`src/logic/ep_csr_pkg.sv`:
```
// Endpoint CSR shared widths, register index map, reset values and identity constants
`default_nettype none

package ep_csr_pkg;

    // ----------------------------------------
    // Data path and index widths
    // ----------------------------------------
    localparam int csr_data_w = 32;
    localparam int csr_addr_w = 7;

    typedef logic [csr_data_w-1:0] csr_data_t;
    typedef logic [csr_addr_w-1:0] csr_addr_t;

    // Word-addressed register map
    typedef enum logic [csr_addr_w-1:0] {
        CSR_IDENT     = 7'd0,   // Family, type, version, init reset
        CSR_MWR_START = 7'd1,   // Write only
        CSR_QUEUE     = 7'd2,   // Buffer address queue
        CSR_DAC       = 7'd3,
        CSR_CFG1_HI   = 7'd4,   // Config 1 upper field
        CSR_CFG2      = 7'd5,
        CSR_MWR_COUNT = 7'd6,   // Packets per buffer
        CSR_FRAME_LEN = 7'd7,   // Config 1 lower field
        CSR_USER_ID   = 7'd8,
        CSR_TEST      = 7'd9
    } csr_idx_e;

    // Config 1 split, upper field on top
    localparam int cfg1_hi_w   = 19;
    localparam int frame_len_w = 13;

    // ----------------------------------------
    // Constants and reset values
    // ----------------------------------------
    localparam logic [7:0] version_number = 8'h16;
    localparam csr_data_t  test_word      = 32'hABD0_FFCE;

    localparam csr_data_t dac_reset = 32'h8080_8080;   // All DACs at mid scale

    localparam logic [cfg1_hi_w-1:0]   cfg1_hi_reset   = 19'h0_0100;
    localparam logic [frame_len_w-1:0] frame_len_reset = '1;   // Longest frame
    localparam csr_data_t cfg1_reset = {cfg1_hi_reset, frame_len_reset};

    localparam csr_data_t cfg2_reset      = 32'h0002_0000;
    localparam csr_data_t mwr_count_reset = 32'd32768;   // 4 MB of 128 byte packets

endpackage

`default_nettype wire

```
`src/logic/ep_ctrl_regs.sv`:
```
// Writable control and configuration registers of the endpoint CSR block
`timescale 1ns/1ps
`default_nettype none

module ep_ctrl_regs
    import ep_csr_pkg::*;
(
    input  wire             clk,
    input  wire             rst_n,

    input  wire csr_addr_t  a_i,
    input  wire             wr_en_i,
    input  wire csr_data_t  wr_d_i,

    output logic            init_rst_o,
    output logic            mwr_start_o,
    output csr_data_t       dac_data_o,
    output csr_data_t       config_reg_1_o,
    output csr_data_t       config_reg_2_o,
    output csr_data_t       mwr_count_o
);

    csr_idx_e wr_idx;

    // Config 1 kept as two fields, joined on the output
    logic [cfg1_hi_w-1:0]   cfg1_hi_q;
    logic [frame_len_w-1:0] frame_len_q;

    assign wr_idx         = csr_idx_e'(a_i);
    assign config_reg_1_o = {cfg1_hi_q, frame_len_q};

    // ----------------------------------------
    // Control bits
    // ----------------------------------------
    always_ff @(posedge clk) begin
        if (!rst_n) begin
            init_rst_o  <= 1'b0;
            mwr_start_o <= 1'b0;
        end else if (wr_en_i) begin
            case (wr_idx)
                CSR_IDENT:     init_rst_o  <= wr_d_i[0];   // Initiator reset
                CSR_MWR_START: mwr_start_o <= wr_d_i[0];   // Start DMA writes
                default: ;
            endcase
        end
    end

    // ----------------------------------------
    // Setting and configuration words
    // ----------------------------------------
    always_ff @(posedge clk) begin
        if (!rst_n) begin
            dac_data_o     <= dac_reset;
            config_reg_2_o <= cfg2_reset;
            mwr_count_o    <= mwr_count_reset;
        end else if (wr_en_i) begin
            case (wr_idx)
                CSR_DAC:       dac_data_o     <= wr_d_i;
                CSR_CFG2:      config_reg_2_o <= wr_d_i;
                CSR_MWR_COUNT: mwr_count_o    <= wr_d_i;   // Packets per buffer
                default: ;
            endcase
        end
    end

    // Each config 1 field only takes its own width from the low data bits
    always_ff @(posedge clk) begin
        if (!rst_n) begin
            cfg1_hi_q   <= cfg1_hi_reset;
            frame_len_q <= frame_len_reset;
        end else if (wr_en_i) begin
            case (wr_idx)
                CSR_CFG1_HI: begin
                    cfg1_hi_q <= wr_d_i[cfg1_hi_w-1:0];
                end
                CSR_FRAME_LEN: begin
                    frame_len_q <= wr_d_i[frame_len_w-1:0];
                end
                default: ;
            endcase
        end
    end

    // ----------------------------------------
    // Checks
    // ----------------------------------------

    // Config 1 moves only after a write to one of its two indices
    property p_cfg1_write_only;
        @(posedge clk) disable iff (!rst_n)
            ($past(rst_n) && (config_reg_1_o != $past(config_reg_1_o)))
            |-> $past(wr_en_i && ((a_i == CSR_CFG1_HI) || (a_i == CSR_FRAME_LEN)));
    endproperty

    a_cfg1_write_only : assert property (p_cfg1_write_only)
        else $error("config_reg_1_o changed without a write to index 4 or 7");

endmodule

`default_nettype wire

```
`src/logic/ep_queue_port.sv`:
```
// Buffer address queue port with write and read strobes for the queue
`timescale 1ns/1ps
`default_nettype none

module ep_queue_port
    import ep_csr_pkg::*;
(
    input  wire             clk,
    input  wire             rst_n,

    input  wire csr_addr_t  a_i,
    input  wire             wr_en_i,
    input  wire csr_data_t  wr_d_i,

    output csr_data_t       mwr_addr_o,         // Address pushed to the queue
    output logic            addr_wr_enable_o,   // Push strobe
    output logic            addr_rd_enable_o    // Pop strobe
);

    logic queue_sel;

    assign queue_sel = (a_i == CSR_QUEUE);

    // ----------------------------------------
    // Queue register and strobes
    // ----------------------------------------
    always_ff @(posedge clk) begin
        if (!rst_n) begin
            mwr_addr_o       <= '0;
            addr_wr_enable_o <= 1'b0;
            addr_rd_enable_o <= 1'b0;
        end else if (queue_sel) begin
            if (wr_en_i)
                mwr_addr_o <= wr_d_i;
            // Level strobes, held for as long as index 2 stays on the port
            addr_wr_enable_o <= wr_en_i;
            addr_rd_enable_o <= !wr_en_i;
        end else begin
            addr_wr_enable_o <= 1'b0;
            addr_rd_enable_o <= 1'b0;
        end
    end

    // ----------------------------------------
    // Checks
    // ----------------------------------------
    a_strobe_onehot : assert property (
        @(posedge clk) disable iff (!rst_n)
            !(addr_wr_enable_o && addr_rd_enable_o)
    ) else $error("Queue push and pop strobes high together");

    // Queue side must never see a strobe for another register
    a_strobe_idle : assert property (
        @(posedge clk) disable iff (!rst_n)
            !queue_sel |=> (!addr_wr_enable_o && !addr_rd_enable_o)
    ) else $error("Queue strobe raised for an index other than 2");

endmodule

`default_nettype wire

```
`src/logic/ep_readback_mux.sv`:
```
// Registered read-back selection of the CSR words by register index
`timescale 1ns/1ps
`default_nettype none

module ep_readback_mux
    import ep_csr_pkg::*;
#(
    parameter logic [7:0] fpga_family    = 8'h14,
    parameter logic [3:0] interface_type = 4'd2
) (
    input  wire             clk,
    input  wire             rst_n,

    input  wire csr_addr_t  a_i,
    input  wire             wr_en_i,

    // Stored words from the register bank
    input  wire             init_rst_i,
    input  wire csr_data_t  dac_data_i,
    input  wire csr_data_t  config_reg_1_i,
    input  wire csr_data_t  config_reg_2_i,
    input  wire csr_data_t  mwr_count_i,

    input  wire csr_data_t  mwr_addr_i,     // Address offered by the queue
    input  wire csr_data_t  usr_id_i,

    output csr_data_t       rd_d_o
);

    csr_idx_e  rd_idx;
    csr_data_t ident_word;
    csr_data_t cfg1_hi_word;
    csr_data_t frame_len_word;

    assign rd_idx = csr_idx_e'(a_i);

    // Family, 4 zeros, type, version, 7 zeros, init reset
    assign ident_word = {fpga_family, 4'b0000, interface_type, version_number,
                         7'b000_0000, init_rst_i};

    // Config 1 fields come back right aligned
    assign cfg1_hi_word   = {{(csr_data_w-cfg1_hi_w){1'b0}},
                             config_reg_1_i[csr_data_w-1 -: cfg1_hi_w]};
    assign frame_len_word = {{(csr_data_w-frame_len_w){1'b0}},
                             config_reg_1_i[frame_len_w-1:0]};

    // ----------------------------------------
    // Read data register
    // ----------------------------------------
    always_ff @(posedge clk) begin
        if (!rst_n) begin
            rd_d_o <= '0;
        end else begin
            case (rd_idx)
                CSR_IDENT:     rd_d_o <= ident_word;
                CSR_QUEUE: begin
                    if (!wr_en_i)
                        rd_d_o <= mwr_addr_i;   // Pop side only
                end
                CSR_DAC:       rd_d_o <= dac_data_i;
                CSR_CFG1_HI:   rd_d_o <= cfg1_hi_word;
                CSR_CFG2:      rd_d_o <= config_reg_2_i;
                CSR_MWR_COUNT: rd_d_o <= mwr_count_i;
                CSR_FRAME_LEN: rd_d_o <= frame_len_word;
                CSR_USER_ID:   rd_d_o <= usr_id_i;
                CSR_TEST:      rd_d_o <= test_word;
                default: ;                      // Write-only or unmapped, hold
            endcase
        end
    end

    // Start bit is write only, so the host sees the last read word
    a_hold_on_start : assert property (
        @(posedge clk) disable iff (!rst_n)
            (a_i == CSR_MWR_START) |=> (rd_d_o == $past(rd_d_o))
    ) else $error("rd_d_o changed after an access to index 1");

endmodule

`default_nettype wire

```
`src/logic/ep_csr_top.sv`:
```
// Endpoint control and status register block with host register port
`timescale 1ns/1ps
`default_nettype none

module ep_csr_top
    import ep_csr_pkg::*;
#(
    parameter logic [7:0] fpga_family    = 8'h14,
    parameter logic [3:0] interface_type = 4'd2
) (
    input  wire             clk,
    input  wire             rst_n,

    // Host register port
    input  wire csr_addr_t  a_i,
    input  wire             wr_en_i,
    input  wire csr_data_t  wr_d_i,
    output csr_data_t       rd_d_o,

    // Buffer queue
    input  wire csr_data_t  mwr_addr_i,
    output csr_data_t       mwr_addr_o,
    output logic            addr_wr_enable_o,
    output logic            addr_rd_enable_o,

    input  wire csr_data_t  usr_id_i,     // Device user ID word

    // Control outputs
    output logic            init_rst_o,
    output logic            mwr_start_o,
    output csr_data_t       dac_data_o,
    output csr_data_t       config_reg_1_o,
    output csr_data_t       config_reg_2_o,
    output csr_data_t       mwr_count_o
);

    ep_ctrl_regs u_ctrl_regs (
        .clk            (clk),
        .rst_n          (rst_n),
        .a_i            (a_i),
        .wr_en_i        (wr_en_i),
        .wr_d_i         (wr_d_i),
        .init_rst_o     (init_rst_o),
        .mwr_start_o    (mwr_start_o),
        .dac_data_o     (dac_data_o),
        .config_reg_1_o (config_reg_1_o),
        .config_reg_2_o (config_reg_2_o),
        .mwr_count_o    (mwr_count_o)
    );

    ep_queue_port u_queue_port (
        .clk              (clk),
        .rst_n            (rst_n),
        .a_i              (a_i),
        .wr_en_i          (wr_en_i),
        .wr_d_i           (wr_d_i),
        .mwr_addr_o       (mwr_addr_o),
        .addr_wr_enable_o (addr_wr_enable_o),
        .addr_rd_enable_o (addr_rd_enable_o)
    );

    // Read path sees the stored words straight from the bank
    ep_readback_mux #(
        .fpga_family    (fpga_family),
        .interface_type (interface_type)
    ) u_readback_mux (
        .clk            (clk),
        .rst_n          (rst_n),
        .a_i            (a_i),
        .wr_en_i        (wr_en_i),
        .init_rst_i     (init_rst_o),
        .dac_data_i     (dac_data_o),
        .config_reg_1_i (config_reg_1_o),
        .config_reg_2_i (config_reg_2_o),
        .mwr_count_i    (mwr_count_o),
        .mwr_addr_i     (mwr_addr_i),
        .usr_id_i       (usr_id_i),
        .rd_d_o         (rd_d_o)
    );

endmodule

`default_nettype wire

```
`config.mk`:
```
export PLATFORM = sky130hd
export DESIGN_NAME = ep_csr_top
export DESIGN_NICKNAME = d
export VERILOG_FILES = /design/src/logic/ep_csr_pkg.sv /design/src/logic/ep_ctrl_regs.sv /design/src/logic/ep_queue_port.sv /design/src/logic/ep_readback_mux.sv /design/src/logic/ep_csr_top.sv
export SDC_FILE = /design/constraint.sdc
export NUM_CORES = 1
export LEC_CHECK = 0
export ABC_AREA = 1
export BUFFER_PORTS_ARGS = -buffer_cell sky130_fd_sc_hd__buf_2
export CORE_UTILIZATION = 54
export CTS_CLUSTER_SIZE = 40
export DETAILED_ROUTE_END_ITERATION = 6
export PLACE_DENSITY = 0.95
export RECOVER_POWER = 25
export SYNTH_ARGS = -nofsm -noshare
export SYNTH_HDL_FRONTEND = slang
export SYNTH_SLANG_ARGS = --single-unit
```
`constraint.sdc`:
```
create_clock -name clk -period 2.4 [get_ports clk]
set_input_delay 0.24 -clock clk [delete_from_list [all_inputs] [get_ports clk]]
set_output_delay 0.24 -clock clk [all_outputs]
set_load 0.005 [all_outputs]
```
==> results of run 1 <==
==> how the worst max path moves through the flow <==
stage	startpoint	end	slack (ns)	cells past startpoint
3_5_place_dp	a_i[6]	u_ctrl_regs.cfg1_hi_q[12]$_SDFFE_PN0P_	0.31	9
5_1_grt	rst_n	u_ctrl_regs.mwr_start_o$_SDFFE_PN0P_	0.30	3
6_report	rst_n	u_ctrl_regs.mwr_start_o$_SDFFE_PN0P_	0.45	3
3_3_place_gp	a_i[5]	u_readback_mux.rd_d_o[4]$_SDFFE_PN0P_	0.42	12
4_1_cts	a_i[6]	u_ctrl_regs.cfg1_hi_q[4]$_SDFFE_PN0P_	0.67	9
2_1_floorplan	a_i[5]	u_ctrl_regs.dac_data_o[17]$_SDFFE_PN0P_	0.92	11
==> registers in the layout (all words and copies together) (netlist names) <==
register                       cells
u_ctrl_regs.cfg1_hi_q             19
u_ctrl_regs.config_reg_2_o        32
u_ctrl_regs.dac_data_o            32
u_ctrl_regs.frame_len_q           13
u_ctrl_regs.init_rst_o             1
u_ctrl_regs.mwr_count_o           32
u_ctrl_regs.mwr_start_o            1
u_queue_port.addr_rd_enable_o      1
u_queue_port.addr_wr_enable_o      1
u_queue_port.mwr_addr_o           32
u_readback_mux.rd_d_o             32
==> synthesized netlist by cell type (all sizes together) <==
cell type,number,area share
a21oi,119,0.069
o211ai,2,0.0017
buf,32,0.022
dfxtp,196,0.46
nor4,1,0.00073
nor2,208,0.097
nand2,224,0.10
inv,104,0.045
a211oi,1,0.00087
clkinv,1,0.00044
nor3,2,0.0012
nand3,128,0.076
clkbuf,49,0.022
o21ai,183,0.11
==> cells in the final DEF, fill, tap and decap left out, drive strengths merged <==
master / Yosys / routed
nand2: 224 / 224
nor2: 208 / 208
bufinv: 0 / 3
clkinv: 1 / 4
buf: 32 / 285
nand3: 128 / 128
clkbuf: 49 / 62
o211ai: 2 / 2
diode: 0 / 2
dfxtp: 196 / 196
nor3: 2 / 2
nor4: 1 / 1
a21oi: 119 / 119
a211oi: 1 / 1
o21ai: 183 / 183
inv: 104 / 113
==> area by class of cell <==
class                   instances  area share
flip-flops and latches        196      0.3617
clock buffers                  17     0.03922
clock inverters                15     0.01938
inverters                     105     0.03633
diodes                          2   0.0004614
repair buffers                330      0.1561
well taps                     211     0.02434
multi-input cells             868      0.3625
==> per-stage QoR <==
| step | power (µW) | instance area [µm²] | cells |
|---|---|---|---|
| final | 6805 | 10850 | 1744 |
| after global routing | 6961 | 10850 | 1744 |
| after CTS | 6785 | 10900 | 1742 |
| after detailed placement | 3775 | 10270 | 1710 |
| after global placement | 3772 | 10270 | 1710 |
| after floorplan | 3548 | 8606 | 1250 |
==> critical path: cells and delay by family <==
| kind | cells | cell delay [ns] |
|---|---|---|
| AOI/OAI and AO/OA | 1 | 0.44 |
| buffers and inverters | 2 | 1.57 |
==> logic make-up after synthesis <==
kind of cell | after synthesis | share of synthesized area
buffers and inverters | 186 | 0.08941
AO/OA/AOI/OAI | 305 | 0.1782
AND/OR/NAND/NOR | 563 | 0.2764
flip-flops | 196 | 0.4559
==> power by group through the flow <==
stage	clock [µW]	sequential (µW)	combinational, µW
3_5_place_dp	0	3370	406
2_1_floorplan	0	3370	182
5_1_grt	3210	3300	452
6_report	3090	3290	425
4_1_cts	3080	3290	411
3_3_place_gp	0	3370	404
==> metal layers <==
layer | share of wire | GRT usage
met2 | 0.44 | 0.5943
met4 | 0.042 | 0.1785
met3 | 0.14 | 0.1110
met5 | 0 | 0
met1 | 0.38 | 0.5500
==> run_results.csv, run 1 <==
group,metric,value,unit
global_routing,grt-ovfl-total,0,
global_routing,grt_usage,0.4034,
sta,fmaxAchievable,512.2,MHz
critical_path,cp_max_fo,60,
critical_path,r2r_slack,1.15,ns
job,max_cap_viol_count,0,
sta,setup_ws,0.4476,ns
clock_tree,h-tree-depth,4,
floorplanning,core-area,15370,µm²
floorplanning,std_cell_rows,45,
floorplanning,die_x,128.2,µm
final_layout,drive_gt1_frac,0.2253,
clock_tree,cts_resized,0,
drt,drtPass1Iterations,7,
critical_path,r2r-start,"u_ctrl_regs.cfg1_hi_q[11]$_SDFFE_PN0P_",
floorplanning,die_height,128.2,µm
yosys,seq_area_frac_synth,0.4559,
clock_tree,cts.clk_slew.worst_paths,0.07,ns
critical_path,reg2regPathDepth,6,
power_and_ir_drop,pwr-share-seq,0.484,
sta,tns,0,ns
floorplanning,io_pins,302,
outcome,failed_checks,"design-rule violations",
power_and_ir_drop,power.internal,5107,µW
final_layout,final_core_util,0.7057,
critical_path,end_kind,"flip-flop",
sta,fin_crit_sh,0.8135,
worst_hold_path,hold_depth,2,
global_routing,grt_pass1_vias,9005,
sta,setup_viol,0,
sta,maxSlewViolCount,0,
clock_tree,cts_tree,"built",
drt,ant_nets,0,
drt,drc,5,
sta,slew_headroom,0.2796,
worst_hold_path,hold_class,"in2reg",
floorplanning,dieArea,16450,µm²
global_routing,grt_pass1_wl,49980,µm
final_layout,syn_to_final_growth,26.05,%
power_and_ir_drop,p_switching,1698,µW
power_and_ir_drop,powerDensity,627.3,nW/µm²
yosys,synth_cells,1250,
yosys,avgSynthCellArea,6.885,µm²
outcome,status,"complete, but fails checks",
final_layout,final-seq-area,3924,µm²
global_routing,antenna_found_initial,2,
worst_hold_path,hold_end,"u_queue_port.addr_rd_enable_o$_SDFF_PN0_",
sta,hold_viol,0,
sta,worst_pin_slew,1.081,ns
sta,finClkSkew,0.007331,ns
yosys,synth.ff_latch_count,196,
power_and_ir_drop,peakVddDrop,502.1,µV
final_layout,final.fill_count,1327,
sta,fin_crit,1.952,ns
power_and_ir_drop,pwr-share-clk,0.453,
power_and_ir_drop,p_leak,0.005223,µW
critical_path,path_cells,"clkbuf_2, inv_1, a211oi_1",
sta,rsz0062_at_grt,"no",
critical_path,critPathRequiredTime,2.73,ns
clock_tree,cts_root_buffer,"clkbuf_16",
yosys,ys_warn_count,0,
final_layout,final_nets,1624,
critical_path,critPathKind,"in2reg",
critical_path,crit_arrival,2.29,ns
placement,gp_congestion,0.9843,
placement,post-place-ws,0.3066,ns
drt,wl,33780,µm
placement,port-buffer-count,301,
clock_tree,cts_buffer_depth,2,
worst_hold_path,holdCritStartpoint,"wr_en_i",
floorplanning,initial_core_util,0.5599,
final_layout,multiInputGateArea,3933,µm²
yosys,syn_nets,1356,
clock_tree,clk_latency,0.44,ns
clock_tree,ctsHoldBuffers,0,
clock_tree,post-cts-setup-buffers,0,
power_and_ir_drop,p_sw_frac,0.2495,
critical_path,timing.rr.end,"u_readback_mux.rd_d_o[11]$_SDFFE_PN0P_",
sta,fin_hold_ws,0.05309,ns
global_routing,grt_max_degree,61,
critical_path,slowest_delay,0.79,ns
drt,detail_route.vias_per_cell,5.788,
clock_tree,cts.sinks,196,
critical_path,cp-start-kind,"input port",
drt,wl_per_cell,19.37,µm
drt,drt-initial-drc-count,1630,
placement,hpwl,23640,µm
yosys,ys_types,25,
critical_path,slowest_stage,"clkbuf_2",
drt,vias,10095,
power_and_ir_drop,combPwrFrac,0.062,
clock_tree,cts_buffers,17,
yosys,syn-cell-area,8606,µm²
(Power assumes the default switching activity.)
==> run 2, diff against run 1 <==
- CORE_UTILIZATION: 54 -> 45
- PLACE_DENSITY: 0.95 -> 0.85
- clock period: 2.4 -> 1.75 ns (I/O delays scaled with it)
==> run 2 against run 1 <==
  * The flow now finishes without violations
  * Sequential power is 37% higher
  * Worst hold slack got worse by 0.028 ns
  * Total power rose by 33%
  * Sequential share of layout area shrank 1.1 points
  * Core utilization fell by 11 points
  * First-iteration DRC count down 24%
  * Global-route usage is 7.2 points lower
  * Design area grew 3.0%
  * Via count down 1.9%
  * Wire length decreased by 2.0%
  * Non-clock buffer count up 30
  * Register-to-register slack got worse by 0.61 ns
  * Largest cell class is now sequential cells
  * Largest power group unchanged
==> run_results.csv, run 2 (synthesized netlist as in run 1, its figures left out) <==
group,metric,value,unit
power_and_ir_drop,p_total,9023,µW
power_and_ir_drop,powerDensity,807.4,nW/µm²
floorplanning,die_height,140.3,µm
power_and_ir_drop,p_sw_frac,0.2386,
global_routing,grt_usage,0.3318,
final_layout,final_cell_mix,"buf_2 (261), nand2_1 (218), nor2_1 (198), dfxtp_1 (196), o21ai_0 (180)",
clock_tree,cts.sinks,196,
critical_path,end_kind,"flip-flop",
drt,drc,0,
final_layout,final_nets,1654,
drt,vias,9905,
critical_path,crit_arrival,1.81,ns
sta,maxSlewViolCount,0,
critical_path,critPathRequiredTime,2.12,ns
placement,port-buffer-count,301,
global_routing,grt_pass1_wl,49650,µm
critical_path,worst-path-buf-inv,4,
final_layout,mostFrequentLayoutCell,"buf_2",
power_and_ir_drop,p_leak,0.005406,µW
final_layout,final.fill_count,1713,
global_routing,grt_pass1_vias,8973,
sta,fmaxAchievable,695.6,MHz
floorplanning,core-area,18710,µm²
critical_path,cp_max_fo,27,
critical_path,reg2regPathDepth,4,
critical_path,slowest_stage,"clkbuf_2",
floorplanning,initial_core_util,0.4601,
clock_tree,post-cts-setup-buffers,0,
sta,setup_viol,0,
sta,rsz0062_at_grt,"no",
power_and_ir_drop,p_switching,2153,µW
placement,gp_congestion,0.9971,
drt,drtPass1Iterations,6,
global_routing,grt_max_degree,59,
critical_path,critPathKind,"in2reg",
floorplanning,die_x,140.3,µm
sta,tns,0,ns
placement,dpl_cell_area,10660,µm²
job,max_cap_viol_count,0,
sta,worst_pin_slew,0.7967,ns
power_and_ir_drop,pwr-share-clk,0.429,
clock_tree,cts_buffer_depth,2,
drt,wl_per_cell,18.42,µm
critical_path,cp-start-kind,"input port",
sta,fin_crit_sh,0.8215,
clock_tree,clk_latency,0.45,ns
power_and_ir_drop,pwr-share-seq,0.500,
final_layout,syn_to_final_growth,29.86,%
placement,placedCellCount,1762,
global_routing,antenna_found_initial,3,
sta,slew_headroom,0.4681,
final_layout,drive_gt1_frac,0.2402,
placement,hpwl,24420,µm
clock_tree,cts_tree,"built",
sta,fin_crit,1.438,ns
outcome,status,"complete, no violations",
drt,wl,33120,µm
clock_tree,cts.clk_slew.worst_paths,0.07,ns
drt,drt-initial-drc-count,1241,
drt,ant_nets,0,
final_layout,stdcell_area,11180,µm²
power_and_ir_drop,power.internal,6870,µW
final_layout,fin_cells,1798,
critical_path,cp_top_family,"buffers and inverters",
clock_tree,cts_buffers,17,
critical_path,cpMostUsedCell,"nor2_4",
critical_path,cp.depth,10,
worst_hold_path,hold_depth,3,
critical_path,path_cells,"buf_2, inv_2, nand2_4, nor2_4, nand2_1, buf_4, nor2_4, clkbuf_2, o21ai_0, nor2_1",
floorplanning,dieArea,19680,µm²
power_and_ir_drop,peakVddDrop,727.0,µV
clock_tree,h-tree-depth,4,
sta,finClkSkew,0.01287,ns
floorplanning,io_pins,302,
floorplanning,std_cell_rows,50,
drt,detail_route.vias_per_cell,5.509,
critical_path,slowest_delay,0.47,ns
power_and_ir_drop,combPwrFrac,0.070,
clock_tree,cts_root_buffer,"clkbuf_16",
sta,hold_viol,0,
global_routing,grt-ovfl-total,0,
worst_hold_path,hold_class,"in2reg",
## run 2: cell count changes in the layout (fill, tap and decap cells not counted), sizes merged, moves of 2 or more
cell,change
inv,-8
bufinv,-2
clkbuf,+3
clkinv,+3
buf,+33
## run 2: worst paths after layout
kind / slack [ns] / from / end
max: 0.31 / a_i[2] / u_ctrl_regs.dac_data_o[26]$_SDFFE_PN0P_
min: 0.02 / wr_d_i[28] / u_ctrl_regs.mwr_count_o[28]$_SDFFE_PN0P_
max reg2reg: 0.54 / u_ctrl_regs.config_reg_2_o[21]$_SDFFE_PN0P_ / u_readback_mux.rd_d_o[21]$_SDFFE_PN0P_
min reg2reg: 0.44 / u_queue_port.mwr_addr_o[14]$_SDFFE_PN0P_ / u_queue_port.mwr_addr_o[14]$_SDFFE_PN0P_
## run 2: power groups by stage
stage,logic (µW),clock network [µW],registers [µW]
after CTS,624,3880,4510
after global placement,610,0,4610
after floorplan,250,0,4620
after global routing,677,4050,4510
final,636,3870,4510
after detailed placement,618,0,4610
## run 2: routing by layer
metal	wire length [µm]	global-route usage	up-vias	part of all wire
met4	1458	0.1631	0	0.044
li1	-	-	4648	-
met5	0	0	-	0
met2	14170	0.4832	648	0.43
met1	13550	0.4443	4496	0.41
met3	3944	0.1012	113	0.12
## run 2: worst reg2reg max path, stage by stage (launching register included)
cell and delay (ns):
dfxtp_1 0.33, nand2_1 0.07, nand3_1 0.07, o21ai_0 0.47, a21oi_1 0.14
## run 2: through the flow
step                hold WS (ns)  setup slack, ns  utilization
floorplan                 0.2543           0.3377            -
global placement          0.4272          0.03738       0.5700
detailed placement        0.4331         -0.09721       0.5700
CTS                      0.01460           0.2881       0.6013
global route             0.02510           0.2157       0.5973
finish                   0.02469           0.3124       0.5975
## run 2: layout make-up
cell class | instances | area [µm²] | area share
sequential | 196 | 3924 | 0.3511
multi-input combinational | 868 | 3913 | 0.3501
timing repair buffer | 360 | 2071 | 0.1853
clock buffer | 24 | 501.7 | 0.04489
inverter | 105 | 394.1 | 0.03527
tap | 234 | 292.8 | 0.02620
clock inverter | 8 | 72.57 | 0.006494
antenna | 3 | 7.507 | 0.0006717
## run 2: repair_timing
item	4_1_cts	5_1_grt
hold endpoints to repair	1	0
resized for setup	0	0
hold buffers	1	0
